File: config.mk
export PLATFORM = sky130hd
export DESIGN_NAME = apb_subsystem
export DESIGN_NICKNAME = d
export VERILOG_FILES = /design/src/rtl/apb_ss_pkg.sv /design/src/rtl/ahb2apb_bridge.sv /design/src/rtl/apb_timer.sv /design/src/rtl/apb_gpio.sv /design/src/rtl/apb_subsystem.sv
export SDC_FILE = /design/constraint.sdc
export NUM_CORES = 1
export LEC_CHECK = 0
export ABC_AREA = 1
export BUFFER_PORTS_ARGS = -buffer_cell sky130_fd_sc_hd__buf_4
export CORE_ASPECT_RATIO = 0.8
export CORE_MARGIN = 4
export CORE_UTILIZATION = 50
export CTS_BUF_LIST = sky130_fd_sc_hd__clkbuf_16
export DETAILED_ROUTE_END_ITERATION = 12
export MAX_ROUTING_LAYER = met4
export PLACE_DENSITY = 0.69
export SETUP_SLACK_MARGIN = 0.05
export SLEW_MARGIN = 10
export SYNTH_ARGS = -nofsm -noshare
export SYNTH_HDL_FRONTEND = slang
export SYNTH_HIERARCHICAL = 1
export SYNTH_SLANG_ARGS = --single-unit
File: constraint.sdc
create_clock -name i_clk -period 6.9 [get_ports i_clk]
set_clock_uncertainty 0.2 [all_clocks]
set_input_delay 0.345 -clock i_clk [delete_from_list [all_inputs] [get_ports i_clk]]
set_output_delay 0.345 -clock i_clk [all_outputs]
set_load 0.05 [all_outputs]
File: src/rtl/apb_ss_pkg.sv
// ======================================================================
// Shared address map, register offsets and bus types of the subsystem
// Word transfers only, no bursts, no byte lanes
// Address bits 11:8 pick the peripheral, bits 7:2 the register
// ======================================================================

package apb_ss_pkg;

  // ====================================================================
  // Bus widths
  // ====================================================================
  localparam int DATA_W = 32;              // AHB and APB data
  localparam int ADDR_W = 32;              // AHB address
  localparam int GPIO_W = 16;              // Pin count

  // Slot values of haddr[11:8]
  localparam logic [3:0] SLOT_TIMER = 4'd0;
  localparam logic [3:0] SLOT_GPIO  = 4'd1; // Anything else is unmapped

  // ====================================================================
  // Register word offsets, paddr[7:2]
  // ====================================================================
  // Timer
  localparam logic [5:0] TMR_CTRL   = 6'd0; // [0] run, [1] irq enable
  localparam logic [5:0] TMR_LOAD   = 6'd1; // 16-bit reload
  localparam logic [5:0] TMR_COUNT  = 6'd2; // Read only
  localparam logic [5:0] TMR_STATUS = 6'd3; // [0] expired, W1C

  // GPIO
  localparam logic [5:0] GPIO_OUT    = 6'd0;
  localparam logic [5:0] GPIO_DIR    = 6'd1; // 1 = output
  localparam logic [5:0] GPIO_IN     = 6'd2; // Synchronized levels
  localparam logic [5:0] GPIO_IRQ_EN = 6'd3;
  localparam logic [5:0] GPIO_IRQ_ST = 6'd4; // Pending flags, W1C

  // ====================================================================
  // Enums
  // ====================================================================
  typedef enum logic [1:0] {
    IDLE   = 2'b00,
    BUSY   = 2'b01,
    NONSEQ = 2'b10,
    SEQ    = 2'b11
  } htrans_e;

  typedef enum logic {
    OKAY  = 1'b0,
    ERROR = 1'b1
  } hresp_e;

  // Bridge FSM
  typedef enum logic [2:0] {
    ST_IDLE,                               // Ready for an address phase
    ST_SETUP,                              // APB setup, psel only
    ST_ACCESS,                             // APB access, penable high
    ST_ERR1,                               // ERROR, hready low
    ST_ERR2                                // ERROR, hready high
  } bridge_state_e;

  // ====================================================================
  // Bus structs
  // ====================================================================
  // AHB address phase
  typedef struct packed {
    logic [ADDR_W-1:0] haddr;
    htrans_e           htrans;
    logic              hwrite;
    logic              hsel;               // Slave select from the AHB decoder
  } ahb_req_t;

  // APB request, shared by all slaves; selects travel separately
  typedef struct packed {
    logic [7:0]        paddr;
    logic              pwrite;
    logic              penable;
    logic [DATA_W-1:0] pwdata;
  } apb_req_t;

endpackage

File: src/rtl/ahb2apb_bridge.sv
// ======================================================================
// AHB-lite to APB bridge for single word transfers
// Each mapped transfer costs two APB cycles plus one to return data
// Unmapped slots get the two-cycle ERROR response, read data is zero
// PREADY is not modelled, APB runs on the AHB clock
// ======================================================================

module ahb2apb_bridge (
  input  logic                              i_clk,
  input  logic                              i_rst_n,
  input  logic                              i_hsel,
  input  apb_ss_pkg::ahb_req_t              i_ahb,
  input  logic [apb_ss_pkg::DATA_W-1:0]     i_hwdata,
  input  logic [apb_ss_pkg::DATA_W-1:0]     i_prdata_timer,
  input  logic [apb_ss_pkg::DATA_W-1:0]     i_prdata_gpio,
  output apb_ss_pkg::apb_req_t              o_apb,
  output logic                              o_psel_timer,
  output logic                              o_psel_gpio,
  output logic [apb_ss_pkg::DATA_W-1:0]     o_hrdata,
  output logic                              o_hready,
  output apb_ss_pkg::hresp_e                o_hresp
);

  apb_ss_pkg::bridge_state_e             state_q, state_d;
  logic [11:0]                           addr_q;      // Slot and register bits only
  logic                                  write_q;
  logic [apb_ss_pkg::DATA_W-1:0]         pwdata_q;
  logic [apb_ss_pkg::DATA_W-1:0]         hrdata_q;
  logic [apb_ss_pkg::DATA_W-1:0]         prdata_sel;
  logic [3:0]                            slot_in;
  logic                                  xfer_valid;
  logic                                  mapped;
  logic                                  accept;
  logic                                  apb_phase;

  // ====================================================================
  // Address phase decode
  // ====================================================================
  assign slot_in = i_ahb.haddr[11:8];

  // Both the subsystem select and the decoder select must be up
  assign xfer_valid = i_hsel && i_ahb.hsel &&
                      (i_ahb.htrans == apb_ss_pkg::NONSEQ ||
                       i_ahb.htrans == apb_ss_pkg::SEQ);    // IDLE, BUSY ignored

  assign mapped = (slot_in == apb_ss_pkg::SLOT_TIMER) ||
                  (slot_in == apb_ss_pkg::SLOT_GPIO);

  // hready high in IDLE and in the last ERROR cycle
  assign o_hready = (state_q == apb_ss_pkg::ST_IDLE) ||
                    (state_q == apb_ss_pkg::ST_ERR2);
  assign accept   = o_hready && xfer_valid;

  assign o_hresp = (state_q == apb_ss_pkg::ST_ERR1 || state_q == apb_ss_pkg::ST_ERR2) ?
                   apb_ss_pkg::ERROR : apb_ss_pkg::OKAY;

  // ====================================================================
  // FSM
  // ====================================================================
  always_comb begin
    state_d = state_q;
    case (state_q)
      apb_ss_pkg::ST_IDLE,
      apb_ss_pkg::ST_ERR2: begin
        if (accept) begin
          state_d = mapped ? apb_ss_pkg::ST_SETUP : apb_ss_pkg::ST_ERR1;
        end else begin
          state_d = apb_ss_pkg::ST_IDLE;
        end
      end
      apb_ss_pkg::ST_SETUP:  state_d = apb_ss_pkg::ST_ACCESS;
      apb_ss_pkg::ST_ACCESS: state_d = apb_ss_pkg::ST_IDLE;   // hready back up
      apb_ss_pkg::ST_ERR1:   state_d = apb_ss_pkg::ST_ERR2;
      default:               state_d = apb_ss_pkg::ST_IDLE;
    endcase
  end

  always_ff @(posedge i_clk) begin
    if (!i_rst_n) begin
      state_q  <= apb_ss_pkg::ST_IDLE;
      hrdata_q <= '0;
    end else begin
      state_q <= state_d;
      if (state_q == apb_ss_pkg::ST_ACCESS) begin
        hrdata_q <= write_q ? '0 : prdata_sel;              // Read data to AHB
      end else if (accept && !mapped) begin
        hrdata_q <= '0;                                     // Error reads zero
      end
    end
  end

  // Transfer attributes, held for the whole APB access
  always_ff @(posedge i_clk) begin
    if (accept) begin
      addr_q  <= i_ahb.haddr[11:0];
      write_q <= i_ahb.hwrite;
    end
    // Write data arrives in the AHB data phase
    if (state_q == apb_ss_pkg::ST_SETUP) begin
      pwdata_q <= i_hwdata;
    end
  end

  // ====================================================================
  // APB side
  // ====================================================================
  assign apb_phase = (state_q == apb_ss_pkg::ST_SETUP) ||
                     (state_q == apb_ss_pkg::ST_ACCESS);

  assign o_psel_timer = apb_phase && (addr_q[11:8] == apb_ss_pkg::SLOT_TIMER);
  assign o_psel_gpio  = apb_phase && (addr_q[11:8] == apb_ss_pkg::SLOT_GPIO);

  assign o_apb.paddr   = addr_q[7:0];
  assign o_apb.pwrite  = write_q;
  assign o_apb.penable = (state_q == apb_ss_pkg::ST_ACCESS);
  assign o_apb.pwdata  = pwdata_q;

  // Read mux, only one select is ever up
  assign prdata_sel = o_psel_timer ? i_prdata_timer :
                      o_psel_gpio  ? i_prdata_gpio  : '0;

  assign o_hrdata = hrdata_q;

endmodule

File: src/rtl/apb_timer.sv
// ======================================================================
// Periodic 16-bit down-counter on APB
// Counts while enabled and non-zero; expiry reloads and sets the flag
// A write to the load register also loads the count
// Status flag is write-1-to-clear, a new expiry wins over the clear
// ======================================================================

module apb_timer (
  input  logic                              i_clk,
  input  logic                              i_rst_n,
  input  logic                              i_psel,
  input  apb_ss_pkg::apb_req_t              i_apb,
  output logic [apb_ss_pkg::DATA_W-1:0]     o_prdata,
  output logic                              o_irq
);

  logic [1:0]  ctrl_q;                     // [0] run, [1] irq enable
  logic [15:0] load_q;
  logic [15:0] count_q;
  logic        expired_q;
  logic [5:0]  reg_sel;
  logic        wr_en;
  logic        expire;

  assign reg_sel = i_apb.paddr[7:2];
  assign wr_en   = i_psel && i_apb.penable && i_apb.pwrite;

  // Last tick before zero, the count reloads instead
  assign expire = ctrl_q[0] && (count_q == 16'd1);

  // ====================================================================
  // Registers
  // ====================================================================
  always_ff @(posedge i_clk) begin
    if (!i_rst_n) begin
      ctrl_q    <= '0;
      load_q    <= '0;
      count_q   <= '0;
      expired_q <= 1'b0;
    end else begin
      // Control
      if (wr_en && reg_sel == apb_ss_pkg::TMR_CTRL) begin
        ctrl_q <= i_apb.pwdata[1:0];
      end

      // Load and count
      if (wr_en && reg_sel == apb_ss_pkg::TMR_LOAD) begin
        load_q  <= i_apb.pwdata[15:0];
        count_q <= i_apb.pwdata[15:0];                      // Immediate load
      end else if (expire) begin
        count_q <= load_q;                                  // Periodic reload
      end else if (ctrl_q[0] && count_q != '0) begin
        count_q <= count_q - 16'd1;
      end

      // Expiry flag
      if (expire) begin
        expired_q <= 1'b1;
      end else if (wr_en && reg_sel == apb_ss_pkg::TMR_STATUS && i_apb.pwdata[0]) begin
        expired_q <= 1'b0;                                  // W1C
      end
    end
  end

  // ====================================================================
  // Read side
  // ====================================================================
  always_comb begin
    o_prdata = '0;
    if (i_psel) begin
      case (reg_sel)
        apb_ss_pkg::TMR_CTRL:   o_prdata = {30'd0, ctrl_q};
        apb_ss_pkg::TMR_LOAD:   o_prdata = {16'd0, load_q};
        apb_ss_pkg::TMR_COUNT:  o_prdata = {16'd0, count_q};
        apb_ss_pkg::TMR_STATUS: o_prdata = {31'd0, expired_q};
        default:                o_prdata = '0;              // Unused offsets
      endcase
    end
  end

  // Flag masked by the irq enable
  assign o_irq = expired_q && ctrl_q[1];

endmodule

File: src/rtl/apb_gpio.sv
// ======================================================================
// 16-pin GPIO on APB
// Inputs go through a two-stage synchronizer before any use
// Rising edges always set pending flags; the mask only gates the irq
// Pins set as inputs drive 0 on the output bus
// ======================================================================

module apb_gpio (
  input  logic                                i_clk,
  input  logic                                i_rst_n,
  input  logic                                i_psel,
  input  apb_ss_pkg::apb_req_t                i_apb,
  input  logic [apb_ss_pkg::GPIO_W-1:0]       i_pin,
  output logic [apb_ss_pkg::GPIO_W-1:0]       o_pin_out,
  output logic [apb_ss_pkg::GPIO_W-1:0]       o_pin_oe,
  output logic [apb_ss_pkg::DATA_W-1:0]       o_prdata,
  output logic                                o_irq
);

  logic [apb_ss_pkg::GPIO_W-1:0] out_q;
  logic [apb_ss_pkg::GPIO_W-1:0] dir_q;
  logic [apb_ss_pkg::GPIO_W-1:0] irq_en_q;
  logic [apb_ss_pkg::GPIO_W-1:0] irq_st_q;
  logic [apb_ss_pkg::GPIO_W-1:0] sync1_q, sync2_q;   // Synchronizer
  logic [apb_ss_pkg::GPIO_W-1:0] prev_q;            // sync2 one cycle later
  logic [apb_ss_pkg::GPIO_W-1:0] rise;
  logic [apb_ss_pkg::GPIO_W-1:0] st_clr;
  logic [5:0]                    reg_sel;
  logic                          wr_en;

  assign reg_sel = i_apb.paddr[7:2];
  assign wr_en   = i_psel && i_apb.penable && i_apb.pwrite;

  assign rise   = sync2_q & ~prev_q;
  assign st_clr = (wr_en && reg_sel == apb_ss_pkg::GPIO_IRQ_ST) ?
                  i_apb.pwdata[apb_ss_pkg::GPIO_W-1:0] : '0;

  // ====================================================================
  // Registers and input path
  // ====================================================================
  always_ff @(posedge i_clk) begin
    if (!i_rst_n) begin
      out_q    <= '0;
      dir_q    <= '0;
      irq_en_q <= '0;
      irq_st_q <= '0;
      sync1_q  <= '0;
      sync2_q  <= '0;
      prev_q   <= '0;
    end else begin
      sync1_q  <= i_pin;
      sync2_q  <= sync1_q;
      prev_q   <= sync2_q;
      irq_st_q <= (irq_st_q & ~st_clr) | rise;      // Set beats clear
      if (wr_en) begin
        case (reg_sel)
          apb_ss_pkg::GPIO_OUT:    out_q    <= i_apb.pwdata[apb_ss_pkg::GPIO_W-1:0];
          apb_ss_pkg::GPIO_DIR:    dir_q    <= i_apb.pwdata[apb_ss_pkg::GPIO_W-1:0];
          apb_ss_pkg::GPIO_IRQ_EN: irq_en_q <= i_apb.pwdata[apb_ss_pkg::GPIO_W-1:0];
          default: ;                                // IN is read only
        endcase
      end
    end
  end

  // ====================================================================
  // Read side and outputs
  // ====================================================================
  always_comb begin
    o_prdata = '0;
    if (i_psel) begin
      case (reg_sel)
        apb_ss_pkg::GPIO_OUT:    o_prdata = {16'd0, out_q};
        apb_ss_pkg::GPIO_DIR:    o_prdata = {16'd0, dir_q};
        apb_ss_pkg::GPIO_IN:     o_prdata = {16'd0, sync2_q};
        apb_ss_pkg::GPIO_IRQ_EN: o_prdata = {16'd0, irq_en_q};
        apb_ss_pkg::GPIO_IRQ_ST: o_prdata = {16'd0, irq_st_q};
        default:                 o_prdata = '0;
      endcase
    end
  end

  assign o_pin_out = out_q & dir_q;                 // Inputs drive 0
  assign o_pin_oe  = dir_q;
  assign o_irq     = |(irq_st_q & irq_en_q);

endmodule

File: src/rtl/apb_subsystem.sv
// ======================================================================
// Subsystem top, AHB-lite slave with a timer and a GPIO block behind
// Single clock and synchronous active-low reset for all blocks
// ======================================================================

module apb_subsystem (
  input  logic                              i_clk,
  input  logic                              i_rst_n,
  input  logic                              i_hsel,
  input  apb_ss_pkg::ahb_req_t              i_ahb,
  input  logic [apb_ss_pkg::DATA_W-1:0]     i_hwdata,
  input  logic [apb_ss_pkg::GPIO_W-1:0]     i_gpio_pin,
  output logic [apb_ss_pkg::DATA_W-1:0]     o_hrdata,
  output logic                              o_hready,
  output apb_ss_pkg::hresp_e                o_hresp,
  output logic [apb_ss_pkg::GPIO_W-1:0]     o_gpio_out,
  output logic [apb_ss_pkg::GPIO_W-1:0]     o_gpio_oe,
  output logic                              o_timer_irq,
  output logic                              o_gpio_irq
);

  // Shared APB request and per-slave returns
  apb_ss_pkg::apb_req_t              apb_req;
  logic                              psel_timer;
  logic                              psel_gpio;
  logic [apb_ss_pkg::DATA_W-1:0]     prdata_timer;
  logic [apb_ss_pkg::DATA_W-1:0]     prdata_gpio;

  ahb2apb_bridge bridge_i (
    .i_clk          (i_clk),
    .i_rst_n        (i_rst_n),
    .i_hsel         (i_hsel),
    .i_ahb          (i_ahb),
    .i_hwdata       (i_hwdata),
    .i_prdata_timer (prdata_timer),
    .i_prdata_gpio  (prdata_gpio),
    .o_apb          (apb_req),
    .o_psel_timer   (psel_timer),
    .o_psel_gpio    (psel_gpio),
    .o_hrdata       (o_hrdata),
    .o_hready       (o_hready),
    .o_hresp        (o_hresp)
  );

  apb_timer timer_i (
    .i_clk    (i_clk),
    .i_rst_n  (i_rst_n),
    .i_psel   (psel_timer),
    .i_apb    (apb_req),
    .o_prdata (prdata_timer),
    .o_irq    (o_timer_irq)
  );

  apb_gpio gpio_i (
    .i_clk     (i_clk),
    .i_rst_n   (i_rst_n),
    .i_psel    (psel_gpio),
    .i_apb     (apb_req),
    .i_pin     (i_gpio_pin),
    .o_pin_out (o_gpio_out),
    .o_pin_oe  (o_gpio_oe),
    .o_prdata  (prdata_gpio),
    .o_irq     (o_gpio_irq)
  );

endmodule

# After elaboration in Yosys (flattened, before gate mapping)
# Cells that the tools add are included.
dict set report op_classes {
  add_sub_neg 1
  n_eq_ne 13
  n_mux 17
  bitwise 7
  n_reduce_logical 37
}
# operator n
set op_table {}
lappend op_table {{32-bit 2-to-1 mux} 5}
lappend op_table {{16-bit case mux with 5 select lines} 1}
lappend op_table {{16-bit AND} 4}
lappend op_table {{16-bit 2-to-1 mux} 4}
lappend op_table {{16-bit case mux with 4 select lines} 1}
lappend op_table {{16-bit NOT} 2}
lappend op_table {{1-bit logical AND} 18}
lappend op_table {{16-bit by 1-bit equality test with 1-bit output (second input constant)} 1}
lappend op_table {{16-bit bitwise OR} 1}
lappend op_table {{16-bit nonzero test} 1}
lappend op_table {{16-bit OR reduction} 1}
lappend op_table {{16-bit by 1-bit subtractor with 16-bit output (second input constant)} 1}
lappend op_table {{6-bit by 2-bit equality test with 1-bit output (second input constant)} 2}
lappend op_table {{3-bit case mux with 3 select lines} 1}
lappend op_table {{4-bit by 1-bit equality test with 1-bit output (second input constant)} 2}
lappend op_table {{4-bit zero test} 2}
lappend op_table {{3-bit by 2-bit equality test with 1-bit output (second input constant)} 2}
lappend op_table {{6-bit by 1-bit equality test with 1-bit output (second input constant)} 1}
lappend op_table {{6-bit by 3-bit equality test with 1-bit output (second input constant)} 1}
lappend op_table {{6-bit zero test} 1}
lappend op_table {{2-bit AND reduction} 3}
lappend op_table {{1-bit logical OR} 5}
lappend op_table {{2-bit equality test (second input constant)} 2}
lappend op_table {{2-bit nonzero test} 2}
lappend op_table {{9 further kinds} 11}
dict set report totals {
  reg_bits 211
  in_bits 87
  out_inout_bits 68
  word_cells 91
}

# Logic depth before layout (Yosys ltp)
# Gate-level depths: netlist of the first run.
dict set report depth {
  depth_word 10
  mapped_depth 17
}

# Hierarchy
# The synthesis of the first run kept the hierarchy.
# module instances cells_per_inst area_each_um2 seq_area_each_um2
set by_module_without_submodules {}
lappend by_module_without_submodules {apb_gpio 1 693 4919.7 2242.2}
lappend by_module_without_submodules {ahb2apb_bridge 1 338 3342.0 2052.0}
lappend by_module_without_submodules {apb_timer 1 442 2736.4 700.7}

# Worst setup path after synthesis of the first run
# No wires, ideal clock.
dict set report synth_timing {
  kind {register to register}
  startpoint {register bridge_i.state_q[1]}
  endpoint {register timer_i.count_q[8]}
  arrival_ns 2.070
  t_required_ns 6.591
  slack_ns 4.521
  stages_incl_launch_ff 18
  n_path_buf 3
  period_less_slack_ns 2.379
  path_cell_list {dfxtp_1 > inv_1 > nand3_2 > nand2_2 > buf_6 > buf_6 > inv_1 > nor3_1 > nand3_1 > inv_1 > nand4_4 > buf_2 > nand2_1 > nand2_1 > nand2_1 > nand3_1 > nand2_1 > inv_1}
}
dict set report synth_via {
  elab_chain_len 7
}
# item line_no
set synth_lines {}
lappend synth_lines {{start: declaration} ahb2apb_bridge.sv:24} ;# apb_ss_pkg::bridge_state_e state_q, state_d;
lappend synth_lines {{start signal: assignment} ahb2apb_bridge.sv:80} ;# state_q <= apb_ss_pkg::ST_IDLE;
lappend synth_lines {{start signal: assignment} ahb2apb_bridge.sv:83} ;# state_q <= state_d;
lappend synth_lines {{3-bit by 1-bit equality test with 1-bit output or 3-bit by 2-bit equality test with 1-bit output (tied branches)} {ahb2apb_bridge.sv:107, ahb2apb_bridge.sv:108}}
lappend synth_lines {{1-bit logical OR *} ahb2apb_bridge.sv:107} ;# assign apb_phase = (state_q == apb_ss_pkg::ST_SETUP) ||
lappend synth_lines {{1-bit logical AND *} ahb2apb_bridge.sv:110} ;# assign o_psel_timer = apb_phase && (addr_q[11:8] == apb_ss_pkg::SLOT_TIMER);
lappend synth_lines {{named net psel_timer} apb_subsystem.sv:24} ;# logic psel_timer;
lappend synth_lines {{1-bit logical AND * (2 in a row)} apb_timer.sv:26} ;# assign wr_en = i_psel && i_apb.penable && i_apb.pwrite;
lappend synth_lines {{1-bit logical AND *} apb_timer.sv:47} ;# if (wr_en && reg_sel == apb_ss_pkg::TMR_LOAD) begin
lappend synth_lines {{3-bit nonzero test (no line) or 16-bit 2-to-1 mux (tied branches)} -}
lappend synth_lines {{end signal: assignment} apb_timer.sv:49} ;# count_q <= i_apb.pwdata[15:0];
lappend synth_lines {{end signal: assignment} apb_timer.sv:51} ;# count_q <= load_q;
lappend synth_lines {{end signal: assignment} apb_timer.sv:53} ;# count_q <= count_q - 16'd1;
lappend synth_lines {{end: declaration} apb_timer.sv:19} ;# logic [15:0] count_q;
# The timed path passes the listed nets; every way through them passes the cells marked *.
# A chain may end at the register's enable or synchronous reset.

# Worst setup path after layout of the first run
dict set report layout_timing {
  startpoint {register bridge_i.state_q[0]}
  endpoint {register timer_i.count_q[12]}
}
# The elaborated chain is that of the path after synthesis.

==> run metrics, run 1 <==
met3 WL 2.87 mm; DRC viols 0; Final Hold Viols 0; Final ANT Viol Nets 0; internal power 1.91 mW; Max stage delay on crit path 0.98 ns; Mean Syn Cell Area 7.19 um^2; slowest cell on the critical path nand2_2; startpoint types flop; critical path cell sequence inv_2 > nand3_4 > nand2_2 > inv_1 > nor3_1 > nand3_1 > inv_1 > nand4_4 > nand2_1 > nand2_1 > a21oi_2 > nor2_1; Slew Limit Fails 0; first-pass iteration count of the detailed router 5; Synth Instances 1,453; Root Buffer clkbuf_16; wire per inst 16.4 um; Net count, final 1,645; max cap viols 0; Top Metal Used met4; grt ovf 0; final period utilization 63.8%; WL met1 14.5 mm; Initial Util 51.8%; Reg power frac 50.7%; die area 23,300 um^2; Sw Ratio 23.8%; Leakage Power 5.67 nW; Area Overhead vs Synth 16.4%; dpl hpwl 20.1 mm; P_sw 0.597 mW; CTS tree built; CP max FO 65; setup tns final 0 ns; final setup fails 0; DRT iter0 DRCs 1,182; Worst path top cell family by delay simple AND/OR/NAND/NOR gates; IR drop worst, VDD 0.000174 V; clock share of power 44.4%; Die H 137 um; data required time of the worst path 7.10 ns; min Tclk post-route 4.40 ns; core area 20,100 um^2; site row count 46; gr usage total 26.1%; # H-tree levels 1; CP bufs+invs 3; synthesized cell area 10,400 um^2; Num Clock Sinks 209; layout cells sized above 1 14.4%; gpl congestion 0.926; Via density 5.31; Clock Path Buffers 3; final WL 30.2 mm; Antenna Cells 0; RSZ-0062 raised after global routing false; Comb power frac 4.9%; Inst Count DP 1,751; antenna violations before repair 0; Slew @ Worst Pin 1.17 ns; Clock Latency Late Sink 0.52 ns; number of global-route vias before repair 8,562; first-pass GRT wire length 47.2 mm; # resized after CTS 0; Critical Path Sink Type flop; Layout Cells excl Fill 1,836; Hold WC Path Type primary input to flop; Worst Path Arrival 4.60 ns; power per cell area 206 nW/um^2; pin count of the biggest net entering global routing 83; port bufs 115; Post-CTS Setup Bufs 0; Die Wd 170 um; run status finished clean; synth warn 6; f_max 0.227 GHz; CTS clock-pin slew for the worst setup and hold paths 0.06 ns; wire length on met2 12.1 mm; total CTS buffers 22; Ports 155; CP Class flop to flop; Slew HR 21.8%; vias 9,740
==> timing repair <==
item / in CTS / in global routing
hold endpoints to repair: 44 / 0
hold buffers: 45 / 0
setup endpoints to repair: 0 / 0
==> registers in the layout, summed over array words and instances (netlist names), 3 cells and up <==
register and count:
gpio_i/sync2_q 16, bridge_i/state_q 3, bridge_i/o_hrdata 32, gpio_i/irq_en_q 16, timer_i/load_q 16, gpio_i/sync1_q 16
timer_i/count_q 16, bridge_i/pwdata_q 16, gpio_i/prev_q 16, bridge_i/addr_q 10, gpio_i/o_pin_oe 16, gpio_i/irq_st_q 16
gpio_i/out_q 16
==> metrics by stage <==
step                utilization [%]  setup slack, ns  area, um^2  hold WS [ns]  power (mW)
floorplan                         -             4.52       10600         0.190        1.37
global placement               54.8             2.77       11000         0.197        1.40
detailed placement             54.8             2.69       11000         0.197        1.40
CTS                            60.3             2.64       12200         0.128        2.52
global route                   60.4             2.05       12200         0.137        2.59
finish                         60.4             2.50       12200         0.115        2.51
==> path summary, 6_finish.rpt <==
path                                                startpoint                          endpoint  slack (ns)  cells after the start
worst max register to register  bridge_i/state_q[0]$_SDFF_PN0_  timer_i/count_q[12]$_SDFFE_PN0P_        2.50                     12
worst min-delay path                                   i_rst_n     gpio_i/sync1_q[11]$_SDFF_PN0_        0.11                      3
worst max-delay path            bridge_i/state_q[0]$_SDFF_PN0_  timer_i/count_q[12]$_SDFFE_PN0P_        2.50                     12
worst min register to register   gpio_i/sync1_q[13]$_SDFF_PN0_     gpio_i/sync2_q[13]$_SDFF_PN0_        0.21                      2
==> layout make-up <==
cell class                 count  area (um^2)
timing repair buffer         165         1350
clock inverter                17         95.1
inverter                     160          602
tap                          264          330
multi-input combinational    998         4750
clock buffer                  23          576
sequential                   209         4450
fill                        1802         7990
==> worst reg2reg max path: stages (launching register included) <==
cell	delay, ns
dfxtp_1	0.35
inv_2	0.10
nand3_4	0.34
nand2_2	0.98
inv_1	0.17
nor3_1	0.32
nand3_1	0.27
inv_1	0.19
nand4_4	0.49
nand2_1	0.56
nand2_1	0.12
a21oi_2	0.15
nor2_1	0.05
==> power groups by stage <==
stage	Sequential [mW]	Combinational (mW)	Clock, mW
finish	1.27	0.122	1.11
global route	1.27	0.135	1.18
CTS	1.27	0.120	1.13
detailed placement	1.30	0.0994	0
global placement	1.30	0.0988	0
floorplan	1.29	0.0841	0
==> per-layer routing <==
metal | vias to the layer above | global-route usage [%]
met5 | - | -
met4 | 0 | 6.26
met3 | 50 | 4.27
met2 | 455 | 35.4
met1 | 4399 | 40.2
li1 | 4836 | -
==> cell usage in the layout (no fill, tap or decap), drive strengths merged <==
cell type	instances
nand2	347
nand3	191
nor2	188
dfxtp	182
inv	164
buf	120
nand4	70
a21oi	69
o21ai	63
dlygate4sd3	45
conb	32
edfxtp	27
clkbuf	23
nor3	13
o22ai	10
or2	9
clkinv	9
clkinvlp	4
xnor2	2
ha	2
o31ai	1
a22o	1
Note: power is estimated with default switching activity, not from simulation.
==> run 2, diff against run 1 <==
- ABC_AREA: 1 -> 0
- clock period: 6.9 -> 4.6 ns (I/O delays scaled with it)
==> run 2 against run 1 <==
Core utilization rose by 0.20 points. Synthesized area down 3.3%. Sequential power rose by 50%. Via count shrank 9.9%. Global-route usage is 1.2 points higher. Sequential share of layout area grew 0.41 points. Total power rose by 60%.
==> run metrics, run 2 <==
Comb power frac 4.7% (was 4.9%); RSZ-0062 raised after global routing false (unchanged); final period utilization 71.3% (was 63.8%); Slew Limit Fails 0 (unchanged); Clock Latency Late Sink 0.52 ns (about the same); Final ANT Viol Nets 0 (unchanged); post-placement setup slack 1.48 ns (was 2.69 ns); IR drop worst, VDD 0.000232 V (was 0.000174 V); startpoint types flop (unchanged); DRT iter0 DRCs 1,009 (was 1,182); synthesized cell area 10,100 um^2 (was 10,400 um^2); most common cell after layout, fill and taps aside dfxtp_1 (was nand2_1); pin count of the biggest net entering global routing 81 (was 83); Fill cells 1,684 (was 1,802); port bufs 115 (unchanged); Ports 155 (unchanged); min Tclk post-route 3.28 ns (was 4.40 ns); Root Buffer clkbuf_16 (unchanged); Slew @ Worst Pin 1.24 ns (was 1.17 ns); critical path cell sequence and3_1 > nand4b_1 > o31ai_1 > a21oi_1 (was inv_2 > nand3_4 > nand2_2 > inv_1 > nor3_1 > nand3_1 > inv_1 > nand4_4 > nand2_1 > nand2_1 > a21oi_2 > nor2_1); Hold WC Path Type primary input to flop (unchanged); wire per inst 21.7 um (was 16.4 um); # resized after CTS 0 (unchanged); Synth Instances 1,049 (was 1,453); site row count 46 (unchanged); CTS tree built (unchanged); grt ovf 0 (unchanged); first-pass iteration count of the detailed router 5 (unchanged); Max stage delay on crit path 0.97 ns (was 0.98 ns); final setup fails 0 (unchanged); internal reg-to-reg setup slack 1.32 ns (was 2.50 ns); Critical Path Sink Type flop (unchanged); Net count, final 1,233 (was 1,645); core area 19,900 um^2 (was 20,100 um^2); Area Overhead vs Synth 19.1% (was 16.4%); multi-input logic area 4990 um^2 (was 4750 um^2); DRC viols 0 (unchanged); final core occ 60.6% (was 60.4%); CTS hold repair buffers 43 (was 45); CP Class flop to flop (unchanged); Die H 135 um (was 137 um); number of global-route vias before repair 8,295 (was 8,562); dpl hpwl 19.2 mm (was 20.1 mm); most frequent cells in the layout 182 x dfxtp_1, 134 x buf_4, 90 x a21oi_1, 66 x and2_1 (was 332 x nand2_1, 182 x dfxtp_1, 181 x nand3_1, 162 x nor2_1, 154 x inv_1); Reg2Reg Depth 4 (was 12); gr usage total 27.3% (was 26.1%); Antenna Cells 0 (unchanged); slowest cell on the critical path edfxtp_1 (was nand2_2); first-pass GRT wire length 48.1 mm (was 47.2 mm); CP max FO 17 (was 65); Via density 6.16 (was 5.31); Worst Hold Path EP bridge_i/state_q[0]$_SDFF_PN0_ (was gpio_i/sync1_q[11]$_SDFF_PN0_); synth warn 6 (unchanged); total CTS buffers 23 (was 22); P_sw 0.910 mW (was 0.597 mW); worst hold stages 3 (unchanged); f_max 0.305 GHz (was 0.227 GHz); final WL 30.9 mm (was 30.2 mm); max FFs per register 32 (unchanged); Initial Util 50.9% (was 51.8%); Slew HR 17.6% (was 21.8%); antenna violations before repair 0 (unchanged); Register Area 4450 um^2 (unchanged); setup ws final 1.32 ns (was 2.50 ns); Final Hold Viols 0 (unchanged); data required time of the worst path 4.73 ns (was 7.10 ns); # H-tree levels 1 (unchanged); Mean Syn Cell Area 9.63 um^2 (was 7.19 um^2); die area 22,600 um^2 (was 23,300 um^2); Die Wd 167 um (was 170 um); gpl congestion 0.923 (was 0.926); clock share of power 47.7% (was 44.4%); vias 8,780 (was 9,740); layout cells sized above 1 21.6% (was 14.4%); worst hold start i_ahb[0] (was i_rst_n); R2R Path Start bridge_i/addr_q[8]$_DFFE_PP_ (was bridge_i/state_q[0]$_SDFF_PN0_); dpl cell area 10,800 um^2 (was 11,000 um^2); Reg power frac 47.5% (was 50.7%); setup tns final 0 ns (unchanged); Num Clock Sinks 209 (unchanged); post-route design area 12,000 um^2 (was 12,200 um^2); power per cell area 334 nW/um^2 (was 206 nW/um^2); end of the worst register-to-register path gpio_i/o_pin_oe[6]$_SDFFE_PN0P_ (was timer_i/count_q[12]$_SDFFE_PN0P_); Clock Path Buffers 3 (unchanged); Leakage Power 4.45 nW (was 5.67 nW); Post-CTS Setup Bufs 0 (unchanged); Worst Path Arrival 3.41 ns (was 4.60 ns); CTS clock-pin slew for the worst setup and hold paths 0.07 ns (was 0.06 ns); max cap viols 0 (unchanged); internal power 3.11 mW (was 1.91 mW); Sw Ratio 22.6% (was 23.8%); run status finished clean (unchanged)
==> run 2: per-stage QoR <==
stage               std cells  power, mW  hold slack, ns
floorplan                1079       2.06           0.129
global placement         1340       2.10           0.210
detailed placement       1340       2.10           0.209
CTS                      1425       4.04          0.0122
global route             1425       4.14          0.0428
finish                   1425       4.02          0.0374
==> run 2: layer usage <==
layer	routed length (um)	track usage (%)	vias up
met3	3360	6.88	77
met5	0	-	-
li1	-	-	4043
met1	14000	39.6	4153
met4	1120	8.72	0
met2	12400	37.1	507
==> run 2: cell type report <==
class,count,area share [%]
multi-input combinational,724,41.5
inverter,9,0.281
tap,264,2.75
timing repair buffer,177,11.9
sequential,209,37.0
clock buffer,23,4.79
clock inverter,19,1.72
==> run 2: worst max-delay path by stage <==
stage	start	end	slack (ns)	cells after the start
2_1_floorplan	bridge_i/addr_q[8]$_DFFE_PP_	timer_i/count_q[10]$_SDFFE_PN0P_	2.21	9
3_3_place_gp	bridge_i/addr_q[4]$_DFFE_PP_	bridge_i/o_hrdata[6]$_SDFFE_PN0P_	1.51	7
3_5_place_dp	bridge_i/addr_q[4]$_DFFE_PP_	bridge_i/o_hrdata[6]$_SDFFE_PN0P_	1.48	7
4_1_cts	bridge_i/addr_q[8]$_DFFE_PP_	gpio_i/o_pin_oe[6]$_SDFFE_PN0P_	1.44	4
5_1_grt	bridge_i/addr_q[4]$_DFFE_PP_	bridge_i/o_hrdata[14]$_SDFFE_PN0P_	1.13	7
6_report	bridge_i/addr_q[8]$_DFFE_PP_	gpio_i/o_pin_oe[6]$_SDFFE_PN0P_	1.32	4
==> run 2: power groups by stage <==
stage,Sequential (mW),Combinational [mW],Clock (mW)
after floorplan,1.93,0.130,0
after global placement,1.95,0.156,0
after detailed placement,1.95,0.156,0
after CTS,1.91,0.186,1.95
after global routing,1.91,0.206,2.02
final,1.91,0.191,1.92
==> run 2: worst max-delay path, delay by kind of cell, from the launching register on <==
family	cells	cell delay [ns]
and+or+nand+nor	2	1.21
DFF	1	0.97
AOI/OAI and AO/OA	2	0.71
